### config.mk
export PLATFORM = sky130hd
export DESIGN_NAME = data_port
export DESIGN_NICKNAME = d
export VERILOG_FILES = /design/src/hdl/mem_pkg.sv /design/src/hdl/data_port.sv
export VERILOG_INCLUDE_DIRS = /design/src /design/src/include
export SDC_FILE = /design/constraint.sdc
export NUM_CORES = 1
export LEC_CHECK = 0
export ABC_CLOCK_PERIOD_IN_PS = 5150
export BUFFER_PORTS_ARGS = -buffer_cell sky130_fd_sc_hd__buf_2
export CORE_AREA = 2 2 120 122
export DETAILED_ROUTE_END_ITERATION = 7
export DIE_AREA = 0 0 122 124
export GPL_ROUTABILITY_DRIVEN = 0
export PLACE_DENSITY_LB_ADDON = 0.2
export RECOVER_POWER = 100
export SYNTH_ARGS = -nofsm -noshare
export SYNTH_HDL_FRONTEND = slang
export SYNTH_SLANG_ARGS = --single-unit
### constraint.sdc
create_clock -name i_clock -period 5.15 [get_ports i_clock]
set_input_delay 0.2575 -clock i_clock [delete_from_list [all_inputs] [get_ports i_clock]]
set_output_delay 0.2575 -clock i_clock [all_outputs]
set_load 0.05 [all_outputs]
### src/include/mem_params.svh
`ifndef MEM_PARAMS_SVH
`define MEM_PARAMS_SVH

////////////////////////////////////////////////////////////
// instruction cache geometry.
////////////////////////////////////////////////////////////

// direct-mapped lines of 64 bits each.
`define NUM_ICACHE_LINES 32

////////////////////////////////////////////////////////////
// memory model.
////////////////////////////////////////////////////////////

// 64-bit words.
`define MEM_WORDS        2048
`define MEM_LATENCY      6
// tag 0 is reserved to mean no tag.
`define NUM_MEM_TAGS     16

`define TRUE             1'b1
`define FALSE            1'b0

`endif

### src/hdl/mem_pkg.sv
`include "mem_params.svh"

package mem_pkg;

  // byte address is 16 bits, 3 offset bits select the byte in a line.
  localparam int ICACHE_IDX_W = $clog2(`NUM_ICACHE_LINES);
  localparam int ICACHE_TAG_W = 16 - 3 - ICACHE_IDX_W;
  localparam int MEM_TAG_W    = $clog2(`NUM_MEM_TAGS);

  typedef enum logic [1:0] {
    BUS_NONE  = 2'h0,
    BUS_LOAD  = 2'h1,
    BUS_STORE = 2'h2
  } bus_cmd_t;

  // one memory request, shared by both requesters.
  typedef struct packed {
    bus_cmd_t    cmd;
    logic [15:0] addr;
    logic [63:0] data;
  } mem_req_t;

  typedef struct packed {
    logic                    valid;
    logic [ICACHE_TAG_W-1:0] tag;
    logic [63:0]             data;
  } icache_entry_t;

  // line that an outstanding memory tag will fill.
  typedef struct packed {
    logic [ICACHE_IDX_W-1:0] idx;
    logic [ICACHE_TAG_W-1:0] tag;
  } mem_tag_entry_t;

endpackage

### src/hdl/data_port.sv
`timescale 1ns/10ps
`include "mem_params.svh"

module data_port
  import mem_pkg::*;
(
  input  logic                 i_clock,
  input  logic                 i_reset,
  input  mem_req_t             i_dp_req,
  input  logic [MEM_TAG_W-1:0] i_mem_response,
  input  logic [MEM_TAG_W-1:0] i_mem_tag,
  input  logic [63:0]          i_mem_data,
  output mem_req_t             o_mem_req,
  output logic [63:0]          o_dp_rdata,
  output logic                 o_dp_done,
  output logic                 o_dp_busy
);

  logic                 load_wait;
  logic                 done_q;
  logic [MEM_TAG_W-1:0] load_tag;
  logic                 accepted;
  logic                 returned;

  // hold off the bus while a load is out and in the done cycle.
  always_comb begin
    o_mem_req = i_dp_req;
    if (load_wait || done_q) begin
      o_mem_req.cmd = BUS_NONE;
    end
  end

  assign accepted = i_mem_response != '0;
  assign returned = load_wait && (i_mem_tag == load_tag);

  always_ff @(posedge i_clock) begin
    if (i_reset) begin
      load_wait <= `FALSE;
      done_q    <= `FALSE;
      load_tag  <= '0;
    end else begin
      done_q <= `FALSE;
      if (accepted && (o_mem_req.cmd == BUS_STORE)) begin
        done_q <= `TRUE;
      end
      if (accepted && (o_mem_req.cmd == BUS_LOAD)) begin
        load_wait <= `TRUE;
        load_tag  <= i_mem_response;
      end
      if (returned) begin
        load_wait <= `FALSE;
        done_q    <= `TRUE;
      end
    end
  end

  // load data register.
  always_ff @(posedge i_clock) begin
    if (returned) begin
      o_dp_rdata <= i_mem_data;
    end
  end

  assign o_dp_done = done_q;
  assign o_dp_busy = load_wait;

endmodule

==> results.cfg, run 1 <==
[synth]
synth-simple-area-share_pct = 3.311
ys_ff_latch = 70
synth_top_family_by_area = buffers and inverters
synth_compound_area_share_pct = 2.075
synth_mux_area_share_pct = 0
synthXorXnorAreaFrac_pct = 1.236
synth_fa_ha_area_share_pct = 0
synth_largest_area_cell = edfxtp_1
synthesis.nets = 335
netlist_area_um2 = 2834
synth_cell_type_count = 18
synthTopCellsByArea = edfxtp_1, buf_4, dfxtp_1, xnor2_1, a21oi_1
synth_top_area_share_pct = 67.81
synthCells = 179
seq_area_frac_synth_pct = 72.05
yosys_warnings = 0
synth.avg_cell_area_um2 = 15.83

[min_path]
min_path_type = input pin to flop

[cells_and_area]
area_delta_synth_final_pct = 21.59
antenna_cells = 0
layout-drive-gt1-share_pct = 36.68
fin_cells = 439
n_fill_cell = 1476
mostFrequentLayoutCell = buf_2
final-seq-area_um2 = 2042
stdcell_area_um2 = 3446
nNetsFinal = 410
multiInputGateArea_um2 = 191.4
layout_common_cells = buf_2, clkbuf_1, edfxtp_1, clkbuf_16, dfxtp_1

[pwr]
peakVddDrop_uv = 184.3
power.total_mw = 1.413
power_density_nw_per_um2 = 410.1
power.leakage_nw = 1.219

[setup_path]
cp.required_ps = 4890
cp_cell_sequence = nor3b_1, clkbuf_1
arrival_ps = 1670
critPathLaunchType = flop
worst-path-buf-inv = 1
end_kind = output pin
crit_fanout = 7
cp_slowest_cell = clkbuf_1
cp_slowest_stage_delay_ps = 520
cp_top_family = buffers and inverters
path_class = flop to output pin

[clock_network]
cts_tree = done
root_buffer = clkbuf_16
cts_hold_buffers = 0
cts.sinks = 70
clkLatencyLatePin_ps = 330
clock_path_buffers = 2
cts_setup_buffers = 0
clk_pin_slew_worst_paths_ps = 60
postCtsResizedCells = 0
cts_buffers = 9
cts.htree.levels = 3

[drt]
first_pass_iters = 4
dr_total_vias = 1651
ant_nets = 0
drcViolationCount = 0
drt_iter0_drc = 133
viasPerCell = 3.761
routed_wl_um = 9245
wl_per_cell_um = 21.06

[floorplanning]
rows = 43
fp.coreArea_um2 = 13720
die_area_um2 = 15130
die_h_um = 124
die_w_um = 122
num_io_pins = 304
initial_core_util_pct = 20.66

[sta]
setup_viol = 0
fin_crit_ps = 1932
skew_ps = 7.650
hold_violations = 0
fin_tns_setup_ps = 0
rsz0062_at_grt = no
max_freq_ghz = 0.5177
min_period_over_period_pct = 37.51
max-slew-margin-rel_pct = 45.59
maxSlewViolCount = 0
worstMarginPinSlew_ps = 816.2

[global_route]
grt_util_met2_pct = 18.44
use_met3_pct = 8.883
grt_pass1_vias = 1612
grt_usage_pct = 11.21
grt_max_degree = 65
busiest_layer = met2
grt_overflow = 0
antenna_found_initial = 0
gr-usage-met1_pct = 9.221
grt_pass1_wl_um = 11610

[placed_design]
io_buffer_count = 143
place_hpwl_um = 7569
place_area_um2 = 3189
dp_cells = 423

[run]
max_cap_viol_count = 0

[run_status]
outcome = finished clean
[Yosys cell counts]
cell,number
o221a_2,1
a21oi_1,4
nor3b_1,2
o21ai_0,4
buf_4,80
xnor2_1,4
or4b_4,1
nor4_2,1
edfxtp_1,64
nor4b_1,1
nand3_1,1
dfxtp_1,6
nor2_1,1
or4b_1,1
inv_1,1
nor2_2,1
o31ai_1,1
nand2_1,5
[final cells by class]
type | count | share of cell area [%]
clock buffer | 9 | 6.536
clock inverter | 7 | 3.522
inverter | 1 | 0.1089
multi-input combinational | 28 | 5.556
sequential | 70 | 59.26
tap | 180 | 6.536
timing repair buffer | 144 | 18.48
[where the power goes]
part | switching [mW] | internal, mW | total, mW | leakage, nW
registers | 0.00336 | 0.627 | 0.630 | 0.625
clock network | 0.236 | 0.475 | 0.711 | 0.170
logic | 0.0436 | 0.0280 | 0.0715 | 0.424
[worst paths after layout]
path / startpoint / end / slack [ps] / cells past startpoint
max: o_dp_busy / o_mem_req[80] / 3220 / 2
min: i_mem_data[41] / o_dp_rdata[41] / 100 / 1
max reg2reg: load_tag[3] / o_dp_rdata[30] / 3310 / 4
min reg2reg: load_tag[1] / load_tag[1] / 490 / 2
[worst register-to-register path: cells and delay by family, from the launching register on]
kind                   cells  cell delay (ps)
AND/OR/NAND/NOR            2              300
flip-flops                 1              320
XOR/XNOR                   1              160
buffers and inverters      1              620
[routing by layer]
| layer | vias up | wire length, µm |
|---|---|---|
| met1 | 725 | 2675 |
| met5 | - | 39 |
| met3 | 32 | 1809 |
| li1 | 702 | - |
| met2 | 190 | 4336 |
| met4 | 2 | 384 |
[sequential cells by signal, indices dropped and copies added, names as in the netlist]
signal / cells
load_tag: 4
o_dp_rdata: 64
o_dp_done: 1
o_dp_busy: 1
[logic make-up after synthesis]
group | count (synthesis)
buffers and inverters | 81
DFF | 70
and+or+nand+nor | 14
AOI/OAI and AO/OA | 10
xor gates and xnor gates | 4
[metrics by stage]
| step | setup slack [ps] | utilization, % | hold slack (ps) |
|---|---|---|---|
| floorplan | 1071 | - | 326.6 |
| global placement | 3280 | 23.25 | 434.6 |
| detailed placement | 3255 | 23.25 | 435.9 |
| CTS | 3222 | 25.77 | 87.78 |
| global route | 3057 | 25.12 | 86.23 |
| finish | 3218 | 25.12 | 104.1 |
Power figures use the tool's default switching activity.
==> run 2, diff against run 1 <==
--- a/config.mk
+++ b/config.mk
@@ -6,7 +6,7 @@
 export SDC_FILE = /design/constraint.sdc
 export NUM_CORES = 1
 export LEC_CHECK = 0
-export ABC_CLOCK_PERIOD_IN_PS = 5150
+export ABC_CLOCK_PERIOD_IN_PS = 1900
 export BUFFER_PORTS_ARGS = -buffer_cell sky130_fd_sc_hd__buf_2
 export CORE_AREA = 2 2 120 122
 export DETAILED_ROUTE_END_ITERATION = 7
==> constraint.sdc (replaced) <==
create_clock -name i_clock -period 1.9 [get_ports i_clock]
set_input_delay 0.095 -clock i_clock [delete_from_list [all_inputs] [get_ports i_clock]]
set_output_delay 0.095 -clock i_clock [all_outputs]
set_load 0.05 [all_outputs]
==> run 2 against run 1 <==
Compared with the run above:
- die area unchanged
- final area increased by 18%
- sequential power increased to 2.7 times the previous value
- clock power increased by 130%
- worst setup slack got worse by 3000 ps
- sequential cell count unchanged
- critical path type unchanged
- first-iteration DRC count decreased by 44%
- combinational power increased to 4.2 times the previous value
==> results.cfg, run 2 (synthesis results as in run 1) <==
[min_path]
whs_endpoint = load_tag[0]
worstHoldStart = i_mem_response[0]
holdPathStages = 3
min_path_type = input pin to flop

[clock_network]
clkLatencyLatePin_ps = 320
cts_setup_buffers = 0
cts_buffers = 9
cts.sinks = 70
clk_pin_slew_worst_paths_ps = 60
root_buffer = clkbuf_16
cts_tree = done
cts.htree.levels = 3
clock_path_buffers = 2

[setup_path]
worst-path-buf-inv = 1
r2r-end = o_dp_rdata[24]
r2r_start = load_tag[3]
cp_slowest_cell = clkbuf_1
cp.depth = 2
end_kind = output pin
cp.required_ps = 1800
cp_top_family = buffers and inverters
setup.worst_path.start = o_dp_busy
cp_slowest_stage_delay_ps = 570
arrival_ps = 1560
path_class = flop to output pin
crit_fanout = 7
ff2ff_setup_slack_ps = 390
r2r_cells = 4
cp_cell_sequence = nor3b_1, clkbuf_1
critPathLaunchType = flop

[cells_and_area]
mostFrequentLayoutCell = buf_2
largest_register_ffs = 64
n_fill_cell = 1419
antenna_cells = 0
layout-drive-gt1-share_pct = 29.32
regMostFlops = o_dp_rdata
reg_top3 = o_dp_rdata: 64 flops, load_tag: 4 flops
layout_common_cells = buf_2, clkbuf_1, dlygate4sd3_1, edfxtp_1, clkbuf_16
area_delta_synth_final_pct = 43.13
stdcell_area_um2 = 4056
fin_cells = 504
nNetsFinal = 475

[global_route]
gr-usage-met1_pct = 8.150
antenna_found_initial = 0
use_met3_pct = 8.150
grt_usage_pct = 10.99
grt_overflow = 0
grt_pass1_wl_um = 11570
busiest_layer = met2
grt_util_met2_pct = 19.20
grt_max_degree = 65
grt_pass1_vias = 1819

[placed_design]
io_buffer_count = 143
place_hpwl_um = 7175
dp_cells = 423
place_ws_ps = 414.5
place_area_um2 = 3213

[drt]
dr_total_vias = 1852
drt_iter0_drc = 74
routed_wl_um = 9253
viasPerCell = 3.675
drcViolationCount = 0
first_pass_iters = 4
wl_per_cell_um = 18.36
ant_nets = 0

[pwr]
power_density_nw_per_um2 = 896.2
peakVddDrop_uv = 357.0
power.leakage_nw = 1.463

[sta]
maxSlewViolCount = 0
hold_violations = 0
max_freq_ghz = 0.6041
setup_viol = 0
worstMarginPinSlew_ps = 690.5
rsz0062_at_grt = no
fin_ws_ps = 244.7
fin_crit_ps = 1655
min_period_over_period_pct = 87.12
skew_ps = 9.196
max-slew-margin-rel_pct = 54.17

[floorplanning]
die_h_um = 124
num_io_pins = 304
die_w_um = 122
initial_core_util_pct = 20.66
die_area_um2 = 15130
fp.coreArea_um2 = 13720
rows = 43

[run_status]
outcome = finished clean

[run]
max_cap_viol_count = 0
## run 2: changes by cell type in the layout (fill, tap and decap cells not counted), sizes merged
cell / before / now
bufinv: 3 / 1
buf: 75 / 72
clkbuf: 78 / 81
clkinvlp: 0 / 2
dlygate4sd3: 0 / 65
## run 2: how the worst max path moves through the flow
stage / endpoint
2_1_floorplan: o_dp_rdata[0]
3_3_place_gp: o_dp_rdata[56]
3_5_place_dp: o_dp_rdata[56]
4_1_cts: o_mem_req[80]
5_1_grt: o_mem_req[81]
6_report: o_mem_req[81]
## run 2: what timing repair did
action,4_1_cts,5_1_grt
gates resized for setup,0,0
endpoints found under the hold margin,68,0
hold buffers,65,0
## run 2: worst reg2reg max path: stages (launching register included)
cell and delay [ps]:
dfxtp_1 340, xnor2_1 120, nand3_1 140, nor2_1 220, buf_12 330
## run 2: area by class of cell
cell class / instances / area [µm²] / area share [%]
clock buffers: 9 / 225.2 / 5.552
well taps: 180 / 225.2 / 5.552
repair buffers: 209 / 1299 / 32.02
clock inverters: 7 / 72.57 / 1.789
flip-flops and latches: 70 / 2047 / 50.46
multi-input cells: 28 / 183.9 / 4.534
inverters: 1 / 3.754 / 0.09254
## run 2: where the power goes
| group | internal (mW) | total (mW) | switching, mW |
|---|---|---|---|
| Combinational | 0.163 | 0.301 | 0.137 |
| Sequential | 1.70 | 1.71 | 0.00943 |
| Clock | 1.02 | 1.63 | 0.609 |
## run 2: layer usage
layer / share of wire [%] / up-vias
li1: - / 831
met1: 29 / 803
met2: 49 / 179
met3: 17 / 37
met4: 4.5 / 2
met5: 0.58 / -
## run 2: metrics by stage
stage | utilization, % | hold slack (ps) | power [mW] | setup TNS [ps]
6_report | 29.57 | 28.76 | 3.635 | 0
5_1_grt | 29.57 | 39.74 | 3.799 | 0
3_5_place_dp | 23.42 | 190.3 | 1.945 | 0
4_1_cts | 30.33 | 2.775 | 3.723 | 0
3_3_place_gp | 23.42 | 190.3 | 1.942 | 0
2_1_floorplan | - | 156.7 | 2.287 | -6148
