===== src/include/mem_params.svh =====
`ifndef MEM_PARAMS_SVH
`define MEM_PARAMS_SVH

////////////////////////////////////////////////////////////
// instruction cache geometry.
////////////////////////////////////////////////////////////

// direct-mapped lines of 64 bits each.
`define NUM_ICACHE_LINES 32

////////////////////////////////////////////////////////////
// memory model.
////////////////////////////////////////////////////////////

// 64-bit words.
`define MEM_WORDS        2048
`define MEM_LATENCY      6
// tag 0 is reserved to mean no tag.
`define NUM_MEM_TAGS     16

`define TRUE             1'b1
`define FALSE            1'b0

`endif


===== src/hdl/mem_pkg.sv =====
`include "mem_params.svh"

package mem_pkg;

  // byte address is 16 bits, 3 offset bits select the byte in a line.
  localparam int ICACHE_IDX_W = $clog2(`NUM_ICACHE_LINES);
  localparam int ICACHE_TAG_W = 16 - 3 - ICACHE_IDX_W;
  localparam int MEM_TAG_W    = $clog2(`NUM_MEM_TAGS);

  typedef enum logic [1:0] {
    BUS_NONE  = 2'h0,
    BUS_LOAD  = 2'h1,
    BUS_STORE = 2'h2
  } bus_cmd_t;

  // one memory request, shared by both requesters.
  typedef struct packed {
    bus_cmd_t    cmd;
    logic [15:0] addr;
    logic [63:0] data;
  } mem_req_t;

  typedef struct packed {
    logic                    valid;
    logic [ICACHE_TAG_W-1:0] tag;
    logic [63:0]             data;
  } icache_entry_t;

  // line that an outstanding memory tag will fill.
  typedef struct packed {
    logic [ICACHE_IDX_W-1:0] idx;
    logic [ICACHE_TAG_W-1:0] tag;
  } mem_tag_entry_t;

endpackage


===== src/hdl/mem_arbiter.sv =====
`timescale 1ns/10ps
`include "mem_params.svh"

module mem_arbiter
  import mem_pkg::*;
(
  input  mem_req_t             i_dp_req,
  input  mem_req_t             i_ic_req,
  input  logic [MEM_TAG_W-1:0] i_mem_response,
  output mem_req_t             o_mem_req,
  output logic [MEM_TAG_W-1:0] o_dp_response,
  output logic [MEM_TAG_W-1:0] o_ic_response
);

  logic dp_grant;

  ////////////////////////////////////////////////////////////
  // fixed priority with the data port first.
  ////////////////////////////////////////////////////////////

  assign dp_grant = i_dp_req.cmd != BUS_NONE;

  always_comb begin
    if (dp_grant) begin
      o_mem_req = i_dp_req;
    end else begin
      o_mem_req = i_ic_req;
    end
  end

  // the loser sees a zero tag and holds its request.
  always_comb begin
    o_dp_response = '0;
    o_ic_response = '0;
    if (dp_grant) begin
      o_dp_response = i_mem_response;
    end else begin
      o_ic_response = i_mem_response;
    end
  end

endmodule


===== config.mk =====
export PLATFORM = sky130hd
export DESIGN_NAME = mem_arbiter
export DESIGN_NICKNAME = d
export VERILOG_FILES = /design/src/hdl/mem_pkg.sv /design/src/hdl/mem_arbiter.sv
export VERILOG_INCLUDE_DIRS = /design/src /design/src/include
export SDC_FILE = /design/constraint.sdc
export NUM_CORES = 1
export LEC_CHECK = 0
export BUFFER_PORTS_ARGS = -buffer_cell sky130_fd_sc_hd__buf_2
export CAP_MARGIN = 20
export CORE_AREA = 5 5 97 99
export DETAILED_ROUTE_END_ITERATION = 8
export DIE_AREA = 0 0 102 104
export PLACE_DENSITY = 0.49
export SLEW_MARGIN = 20
export SYNTH_ARGS = -nofsm -noshare
export SYNTH_HDL_FRONTEND = slang
export SYNTH_SLANG_ARGS = --single-unit

===== constraint.sdc =====
create_clock -name vclk -period 3.35
set_clock_uncertainty 0.2 [all_clocks]
set_input_delay 0.67 -clock vclk [all_inputs]
set_output_delay 0.67 -clock vclk [all_outputs]
set_load 0.05 [all_outputs]

==> results of run 1 <==
[worst max-delay path by stage]
stage	endpoint	slack, ps	cells after the start
6_report	o_mem_req[4]	480	5
4_1_cts	o_mem_req[7]	470	5
5_1_grt	o_mem_req[7]	420	5
3_5_place_dp	o_mem_req[7]	470	5
3_3_place_gp	o_mem_req[7]	480	5
2_1_floorplan	o_mem_req[80]	700	2
[synthesized netlist by cell type]
cell type / instances
mux2_2: 79
buf_4: 5
and2_1: 4
nor2b_1: 4
buf_6: 3
inv_1: 2
a21o_1: 1
buf_2: 1
mux2_4: 1
nor2_4: 1
o21ai_0: 1
[per-stage QoR]
stage	setup slack [ps]	hold slack, ps	cells	area, um2	total power [mW]
after global placement	483	1550	461	2440	0.593
final	482	1560	461	2440	0.591
after global routing	419	1560	461	2440	0.620
after CTS	475	1560	461	2440	0.597
after floorplan	705	1360	102	1060	0.419
after detailed placement	474	1560	461	2440	0.595
[metal layers]
layer,global-route usage [%],routed length (um)
met5,0,0
met1,9.29,1900
met4,0,0
met2,20.9,3220
met3,2.28,1060
[kinds of logic (layout without fill, tap and decap cells)]
family / after synthesis / in the layout
buffers and inverters: 11 / 262
AO/OA/AOI/OAI: 2 / 2
multiplexers: 80 / 80
AND/OR/NAND/NOR: 9 / 9
[area by class of cell]
cell class	instances	area (um2)
timing repair buffer	260	1320
tap	108	135
inverter	2	7.51
fill	921	6030
multi-input combinational	91	978
[power by group]
group / total, mW / internal [mW] / switching, mW / leakage [nW]
logic: 0.591 / 0.197 / 0.394 / 1.38
registers: 0 / 0 / 0 / 0
clock network: 0 / 0 / 0 / 0
==> flow_metrics.env, run 1 <==
export IMPL_status="finished, final reports clean"
export IMPL_syn_cell_area_um2=1060
export IMPL_period_needed_ps=2870
export IMPL_power_per_cell_area_nw_per_um2=242
export IMPL_globalRoute_totalOverflow=0
export IMPL_synth_top_family_by_area="multiplexers"
export IMPL_cpPeakStageDelay_ps=430
export IMPL_avgRoutedWirePerCell_um=13.4
export IMPL_holdPathEnd="o_dp_response[3]"
export IMPL_port_buffer_count=258
export IMPL_fraction_of_layout_instances_using_a_drive_strength_above_1_pct=96.6
export IMPL_max_cap_violations=0
export IMPL_layout_area_overhead_vs_synth_pct=130
export IMPL_setup_crit_start="i_dp_req[81]"
export IMPL_grt_setup_unrepaired="no"
export IMPL_layout_clock_buffers=0
export IMPL_sequential_cell_total=0
export IMPL_grt_use_total_pct=9.67
export IMPL_synth_largest_area_cell="mux2_2"
export IMPL_cts_repair_resize_count=0
export IMPL_final_cell_mix="buf_2 (258), mux2_2 (79), nor2b_1 (4), and2_1 (4), inv_1 (2)"
export IMPL_synth_simple_area_share_pct=5.77
export IMPL_layout_nets=523
export IMPL_timing_slew_headroom_pct=67.6
export IMPL_via_per_inst=3.94
export IMPL_postCtsHoldBufs=0
export IMPL_grt_antenna_before_repair=0
export IMPL_accumulated_negative_setup_slack_ps=0
export IMPL_worstHoldPathCells=3
export IMPL_maximum_operating_frequency_mhz=349
export IMPL_post_synth_mux_area_share_pct=85.2
export IMPL_cts_post_setup_buffers_inserted=0
export IMPL_drt_first_pass_iters=4
export IMPL_worst_path_max_fanout=39
export IMPL_post_route_util_pct=28.8
export IMPL_setup_violations_final=0
export IMPL_fp_dieArea_um2=10600
export IMPL_drt_antenna_violating_nets=0
export IMPL_cp_num_buf_inv=3
export IMPL_yosys_area_share_xor_xnor_pct=0
export IMPL_routed_wirelength_um=6170
export IMPL_synthDominantCellAreaShare_pct=83.7
export IMPL_synth_compound_gate_area_share_pct=1.18
export IMPL_min_delay_startpoint="i_mem_response[3]"
export IMPL_worst_setup_path_start_kind="primary input"
export IMPL_grt_max_degree=50
export IMPL_hold_violations=0
export IMPL_cp_slowest_cell="buf_4"
export IMPL_fin_crit_sh_pct=85.6
export IMPL_ioPinCount=258
export IMPL_cell_types_occupying_the_most_area_after_synthesis="mux2_2 (84%), buf_4 (3.5%), buf_6 (3.2%)"
export IMPL_die_h_um=104
export IMPL_antenna_cells=0
export IMPL_first_global_vias=1875
export IMPL_dieWidth_um=102
export IMPL_synth_yosys_seq_area_share_pct=0
export IMPL_cp_arrival_ps=2000
export IMPL_syn_num_nets=270
export IMPL_cp_data_required_time_ps=2480
export IMPL_worst_hold_path_type="primary input to output pin"
export IMPL_post_synth_fa_ha_maj_area_fraction_pct=0
export IMPL_crit_top_cell="buf_2"
export IMPL_globalplace_congestion=0.748
export IMPL_critPathTopFamily="buffers and inverters"
export IMPL_synthesis_warnings=0
export IMPL_total_leakage_power_nw=1.38
export IMPL_number_of_different_library_cells_in_the_post_synthesis_netlist=11
export IMPL_syn_instance_count=102
export IMPL_syn_mean_instance_area_um2=10.4
export IMPL_layout_commonest_cell="buf_2"
export IMPL_timing_worst_setup_path_type="primary input to output pin"
export IMPL_fp_coreArea_um2=8470
export IMPL_grt_first_pass_wirelength_um=8640
export IMPL_tightest_slew_ps=485
export IMPL_setup_worst_path_end_class="output pin"
export IMPL_detailedPlacementHpwl_um=5730
export IMPL_timing_final_max_slew_violations=0
export IMPL_first_iter_violations=17
export IMPL_vdd_ir_drop_max_uv=140
export IMPL_initial_core_util_pct=12.5
export IMPL_core_rowCount=34
export IMPL_crit_chain="buf_2 -> nor2_4 -> buf_4 -> mux2_2 -> buf_2"
export IMPL_seqCellArea_um2=0
export IMPL_vias=1815
export IMPL_drc=0
Power figures use the tool's default switching activity.
==> inputs of run 2 (changes only) <==
==> constraint.sdc (replaced) <==
create_clock -name vclk -period 3.35
set_clock_uncertainty 0.2 [all_clocks]
set_input_delay 0.1675 -clock vclk [all_inputs]
set_output_delay 0.1675 -clock vclk [all_outputs]
set_load 0.05 [all_outputs]
==> run 2 against run 1 <==
Net effect:
- first-iteration DRC count increased by 29%
- utilization decreased by 0.089 points
- count of clock-buffer cells in the layout unchanged
- global-route usage increased by 0.32 points
- design area decreased by 0.31%
- hold slack got worse by 1000 ps
- die area unchanged
- non-clock buffer count decreased by 1
- power decreased by 0.20%
- combinational power about the same
- critical path depth unchanged
- fmax increased by 59%
- largest cell class unchanged
- largest power group unchanged
- highest routed layer is now met4
==> flow_metrics.env, run 2 (synthesized netlist as in run 1, its figures left out) <==
export IMPL_status="finished, final reports clean"
export IMPL_worst_hold_path_type="primary input to output pin"
export IMPL_netSwitchingFraction_pct=66.7
export IMPL_sequential_cell_total=0
export IMPL_port_buffer_count=258
export IMPL_grt_use_total_pct=10.0
export IMPL_cts_repair_resize_count=0
export IMPL_worst_path_max_fanout=88
export IMPL_ioPinCount=258
export IMPL_clkPwrFrac_pct=0
export IMPL_hold_violations=0
export IMPL_fp_coreArea_um2=8470
export IMPL_cts_post_setup_buffers_inserted=0
export IMPL_drc=0
export IMPL_die_h_um=104
export IMPL_layout_commonest_cell="buf_2"
export IMPL_tightest_slew_ps=423
export IMPL_drt_antenna_violating_nets=0
export IMPL_power_switching_mw=0.393
export IMPL_grt_first_pass_wirelength_um=8980
export IMPL_fp_dieArea_um2=10600
export IMPL_seqCellArea_um2=0
export IMPL_share_comb_of_total_power_pct=100.0
export IMPL_first_iter_violations=22
export IMPL_final_cell_mix="buf_2 (258), mux2_2 (79), nor2b_1 (4), and2_1 (4), inv_1 (2)"
export IMPL_via_per_inst=3.98
export IMPL_setup_worst_path_end_class="output pin"
export IMPL_globalRoute_totalOverflow=0
export IMPL_cp_data_required_time_ps=2980
export IMPL_timing_final_max_slew_violations=0
export IMPL_vias=1831
export IMPL_first_global_vias=1889
export IMPL_accumulated_negative_setup_slack_ps=0
export IMPL_critical_path_endpoint="o_mem_req[74]"
export IMPL_timing_worst_setup_path_type="primary input to output pin"
export IMPL_initial_core_util_pct=12.5
export IMPL_antenna_cells=0
export IMPL_dieWidth_um=102
export IMPL_post_route_util_pct=28.7
export IMPL_total_leakage_power_nw=1.37
export IMPL_layout_area_overhead_vs_synth_pct=129
export IMPL_layout_clock_buffers=0
export IMPL_pwr_share_seq_pct=0
export IMPL_globalplace_congestion=0.799
export IMPL_postCtsHoldBufs=0
export IMPL_core_rowCount=34
export IMPL_power_per_cell_area_nw_per_um2=242
export IMPL_drt_first_pass_iters=4
export IMPL_detailedPlacementHpwl_um=5850
export IMPL_grt_max_degree=89
export IMPL_maximum_operating_frequency_mhz=556
export IMPL_layout_nets=522
export IMPL_grt_antenna_before_repair=0
export IMPL_cp_arrival_ps=1430
export IMPL_fraction_of_layout_instances_using_a_drive_strength_above_1_pct=96.6
export IMPL_setup_crit_start="i_dp_req[81]"
export IMPL_worst_setup_path_start_kind="primary input"
export IMPL_timing_slew_headroom_pct=71.8
export IMPL_fin_crit_sh_pct=53.7
export IMPL_period_needed_ps=1800
export IMPL_grt_setup_unrepaired="no"
export IMPL_max_cap_violations=0
export IMPL_vdd_ir_drop_max_uv=152
export IMPL_intPower_mw=0.196
export IMPL_avgRoutedWirePerCell_um=14.0
export IMPL_routed_wirelength_um=6420
export IMPL_setup_violations_final=0
==> run 2: cell types whose count changed in the layout (fill, tap and decap cells not counted) <==
cell	before	now
buf_4	1	0
==> run 2: critical path, stage by stage <==
cell    delay, ps
buf_2         120
nor2_4        120
buf_12        370
mux2_2        400
buf_2         210
==> run 2: per-stage QoR <==
| step | setup slack, ps | std cells | instance area, um2 | hold slack (ps) | total power [mW] |
|---|---|---|---|---|---|
| final | 1550 | 460 | 2430 | 546 | 0.589 |
| after global routing | 1510 | 460 | 2430 | 558 | 0.619 |
| after CTS | 1550 | 460 | 2430 | 549 | 0.596 |
| after detailed placement | 1550 | 460 | 2430 | 549 | 0.594 |
| after global placement | 1560 | 460 | 2430 | 547 | 0.593 |
| after floorplan | 1710 | 102 | 1060 | 357 | 0.419 |
==> run 2: per-layer routing <==
| metal | global-route usage, % | part of all wire [%] |
|---|---|---|
| met1 | 10.1 | 32 |
| met2 | 20.5 | 51 |
| met3 | 2.15 | 15 |
| met4 | 1.41 | 1.4 |
| met5 | 0 | 0 |
==> run 2: cell type report <==
class	count	area (um2)
Timing Repair Buffer	259	1310
Fill cell	941	6030
Tap cell	108	135
Inverter	2	7.51
Multi-Input combinational cell	91	978
==> run 2: how the worst min path moves through the flow <==
stage	startpoint	end	slack, ps	cells past startpoint
floorplan	i_ic_req[58]	o_mem_req[58]	360	1
global route	i_mem_response[2]	o_dp_response[2]	560	3
CTS	i_mem_response[1]	o_dp_response[1]	550	3
detailed placement	i_mem_response[1]	o_dp_response[1]	550	3
finish	i_mem_response[3]	o_dp_response[3]	550	3
global placement	i_mem_response[3]	o_dp_response[3]	550	3
==> run 2: power groups by stage <==
stage / registers (mW) / clock network (mW) / logic (mW)
6_report: 0 / 0 / 0.589
5_1_grt: 0 / 0 / 0.619
4_1_cts: 0 / 0 / 0.596
3_5_place_dp: 0 / 0 / 0.594
3_3_place_gp: 0 / 0 / 0.593
2_1_floorplan: 0 / 0 / 0.419
==> inputs of run 3 (changes only) <==
--- a/config.mk
+++ b/config.mk
@@ -8,9 +8,9 @@
 export LEC_CHECK = 0
 export BUFFER_PORTS_ARGS = -buffer_cell sky130_fd_sc_hd__buf_2
 export CAP_MARGIN = 20
-export CORE_AREA = 5 5 97 99
+export CORE_AREA = 5 5 98 100
 export DETAILED_ROUTE_END_ITERATION = 8
-export DIE_AREA = 0 0 102 104
+export DIE_AREA = 0 0 103 105
 export PLACE_DENSITY = 0.49
 export SLEW_MARGIN = 20
 export SYNTH_ARGS = -nofsm -noshare
==> constraint.sdc (replaced) <==
create_clock -name vclk -period 1.7
set_clock_uncertainty 0.2 [all_clocks]
set_input_delay 0.085 -clock vclk [all_inputs]
set_output_delay 0.085 -clock vclk [all_outputs]
set_load 0.05 [all_outputs]
==> run 3 against run 2 <==
Net effect:
- wire length grew 0.89%
- power grew 98%
- count of clock-buffer cells in the layout is the same
- largest cell class unchanged
- highest routed layer unchanged
==> flow_metrics.env, run 3 (synthesized netlist as in run 1, its figures left out) <==
export IMPL_status="finished, final reports clean"
export IMPL_grt_antenna_before_repair=0
export IMPL_total_leakage_power_nw=1.38
export IMPL_via_per_inst=3.89
export IMPL_avgRoutedWirePerCell_um=14.1
export IMPL_cpPeakStageDelay_ps=380
export IMPL_grt_first_pass_wirelength_um=9050
export IMPL_dieWidth_um=103
export IMPL_cp_slowest_cell="mux2_2"
export IMPL_globalplace_congestion=0.711
export IMPL_timing_slew_headroom_pct=80.7
export IMPL_setup_violations_final=0
export IMPL_final_cell_mix="buf_2 (258), mux2_2 (79), nor2b_1 (4), and2_1 (4)"
export IMPL_worst_setup_path_start_kind="primary input"
export IMPL_sequential_cell_total=0
export IMPL_timing_worst_setup_path_type="primary input to output pin"
export IMPL_cp_num_buf_inv=3
export IMPL_tightest_slew_ps=292
export IMPL_postCtsHoldBufs=0
export IMPL_max_cap_violations=0
export IMPL_fp_dieArea_um2=10800
export IMPL_cts_post_setup_buffers_inserted=0
export IMPL_seqCellArea_um2=0
export IMPL_first_iter_violations=18
export IMPL_first_global_vias=1899
export IMPL_detailedPlacementHpwl_um=6010
export IMPL_fraction_of_layout_instances_using_a_drive_strength_above_1_pct=96.6
export IMPL_worst_hold_path_type="primary input to output pin"
export IMPL_drt_antenna_violating_nets=0
export IMPL_die_h_um=105
export IMPL_cts_repair_resize_count=0
export IMPL_layout_clock_buffers=0
export IMPL_maximum_operating_frequency_mhz=642
export IMPL_drc=0
export IMPL_vdd_ir_drop_max_uv=233
export IMPL_initial_core_util_pct=12.4
export IMPL_layout_area_overhead_vs_synth_pct=131
export IMPL_fillCellCount=934
export IMPL_hold_violations=0
export IMPL_core_rowCount=34
export IMPL_port_buffer_count=258
export IMPL_antenna_cells=0
export IMPL_grt_use_total_pct=10.1
export IMPL_globalRoute_totalOverflow=0
export IMPL_dpl_cell_count=461
export IMPL_worst_path_max_fanout=55
export IMPL_power_per_cell_area_nw_per_um2=476
export IMPL_timing_final_max_slew_violations=0
export IMPL_drt_first_pass_iters=2
export IMPL_critPathTopFamily="buffers and inverters"
export IMPL_crit_top_cell="buf_2"
export IMPL_grt_max_degree=56
export IMPL_setup_worst_path_end_class="output pin"
export IMPL_layout_commonest_cell="buf_2"
export IMPL_stdcell_area_um2=2450
export IMPL_total_power_mw=1.17
export IMPL_layout_nets=523
export IMPL_dpl_instance_area_um2=2450
export IMPL_crit_chain="buf_2 -> nor2_4 -> buf_12 -> mux2_2 -> buf_2"
export IMPL_ioPinCount=258
export IMPL_layout_cells_non_filler=461
export IMPL_fp_coreArea_um2=8590
export IMPL_period_needed_ps=1560
export IMPL_routed_wirelength_um=6480
export IMPL_cp_arrival_ps=1270
export IMPL_vias=1793
export IMPL_accumulated_negative_setup_slack_ps=0
export IMPL_fin_crit_sh_pct=91.6
export IMPL_cp_data_required_time_ps=1410
export IMPL_grt_setup_unrepaired="no"
[run 3: power breakdown]
part | switching, mW | internal (mW)
sequential | 0 | 0
combinational | 0.776 | 0.391
clock | 0 | 0
total | 0.776 | 0.391
[run 3: metal layers]
metal / up-vias / global-route usage [%] / share of wire [%]
met4: 0 / 0.648 / 0.66
li1: 880 / - / -
met2: 154 / 21.4 / 53
met1: 757 / 9.20 / 29
met5: - / 0 / 0
met3: 2 / 3.40 / 17
[run 3: stage by stage]
stage                     utilization, %  setup WS (ps)  hold slack [ps]
after global routing                28.5           96.6              400
after CTS                           28.5            137              386
after global placement              28.5            171              383
final                               28.5            143              382
after detailed placement            28.5            141              386
after floorplan                        -            225              192
[run 3: path summary, 6_finish.rpt]
path | from | to | slack [ps] | cells after the start
worst min-delay path | i_mem_response[2] | o_dp_response[2] | 380 | 3
worst max-delay path | i_dp_req[81] | o_mem_req[76] | 140 | 5
[run 3: area by class of cell]
type / count / area [um2] / share of cell area [%]
Timing Repair Buffer: 260 / 1330 / 54.3
Tap cell: 108 / 135 / 5.51
Inverter: 2 / 7.51 / 0.306
Multi-Input combinational cell: 91 / 978 / 39.9
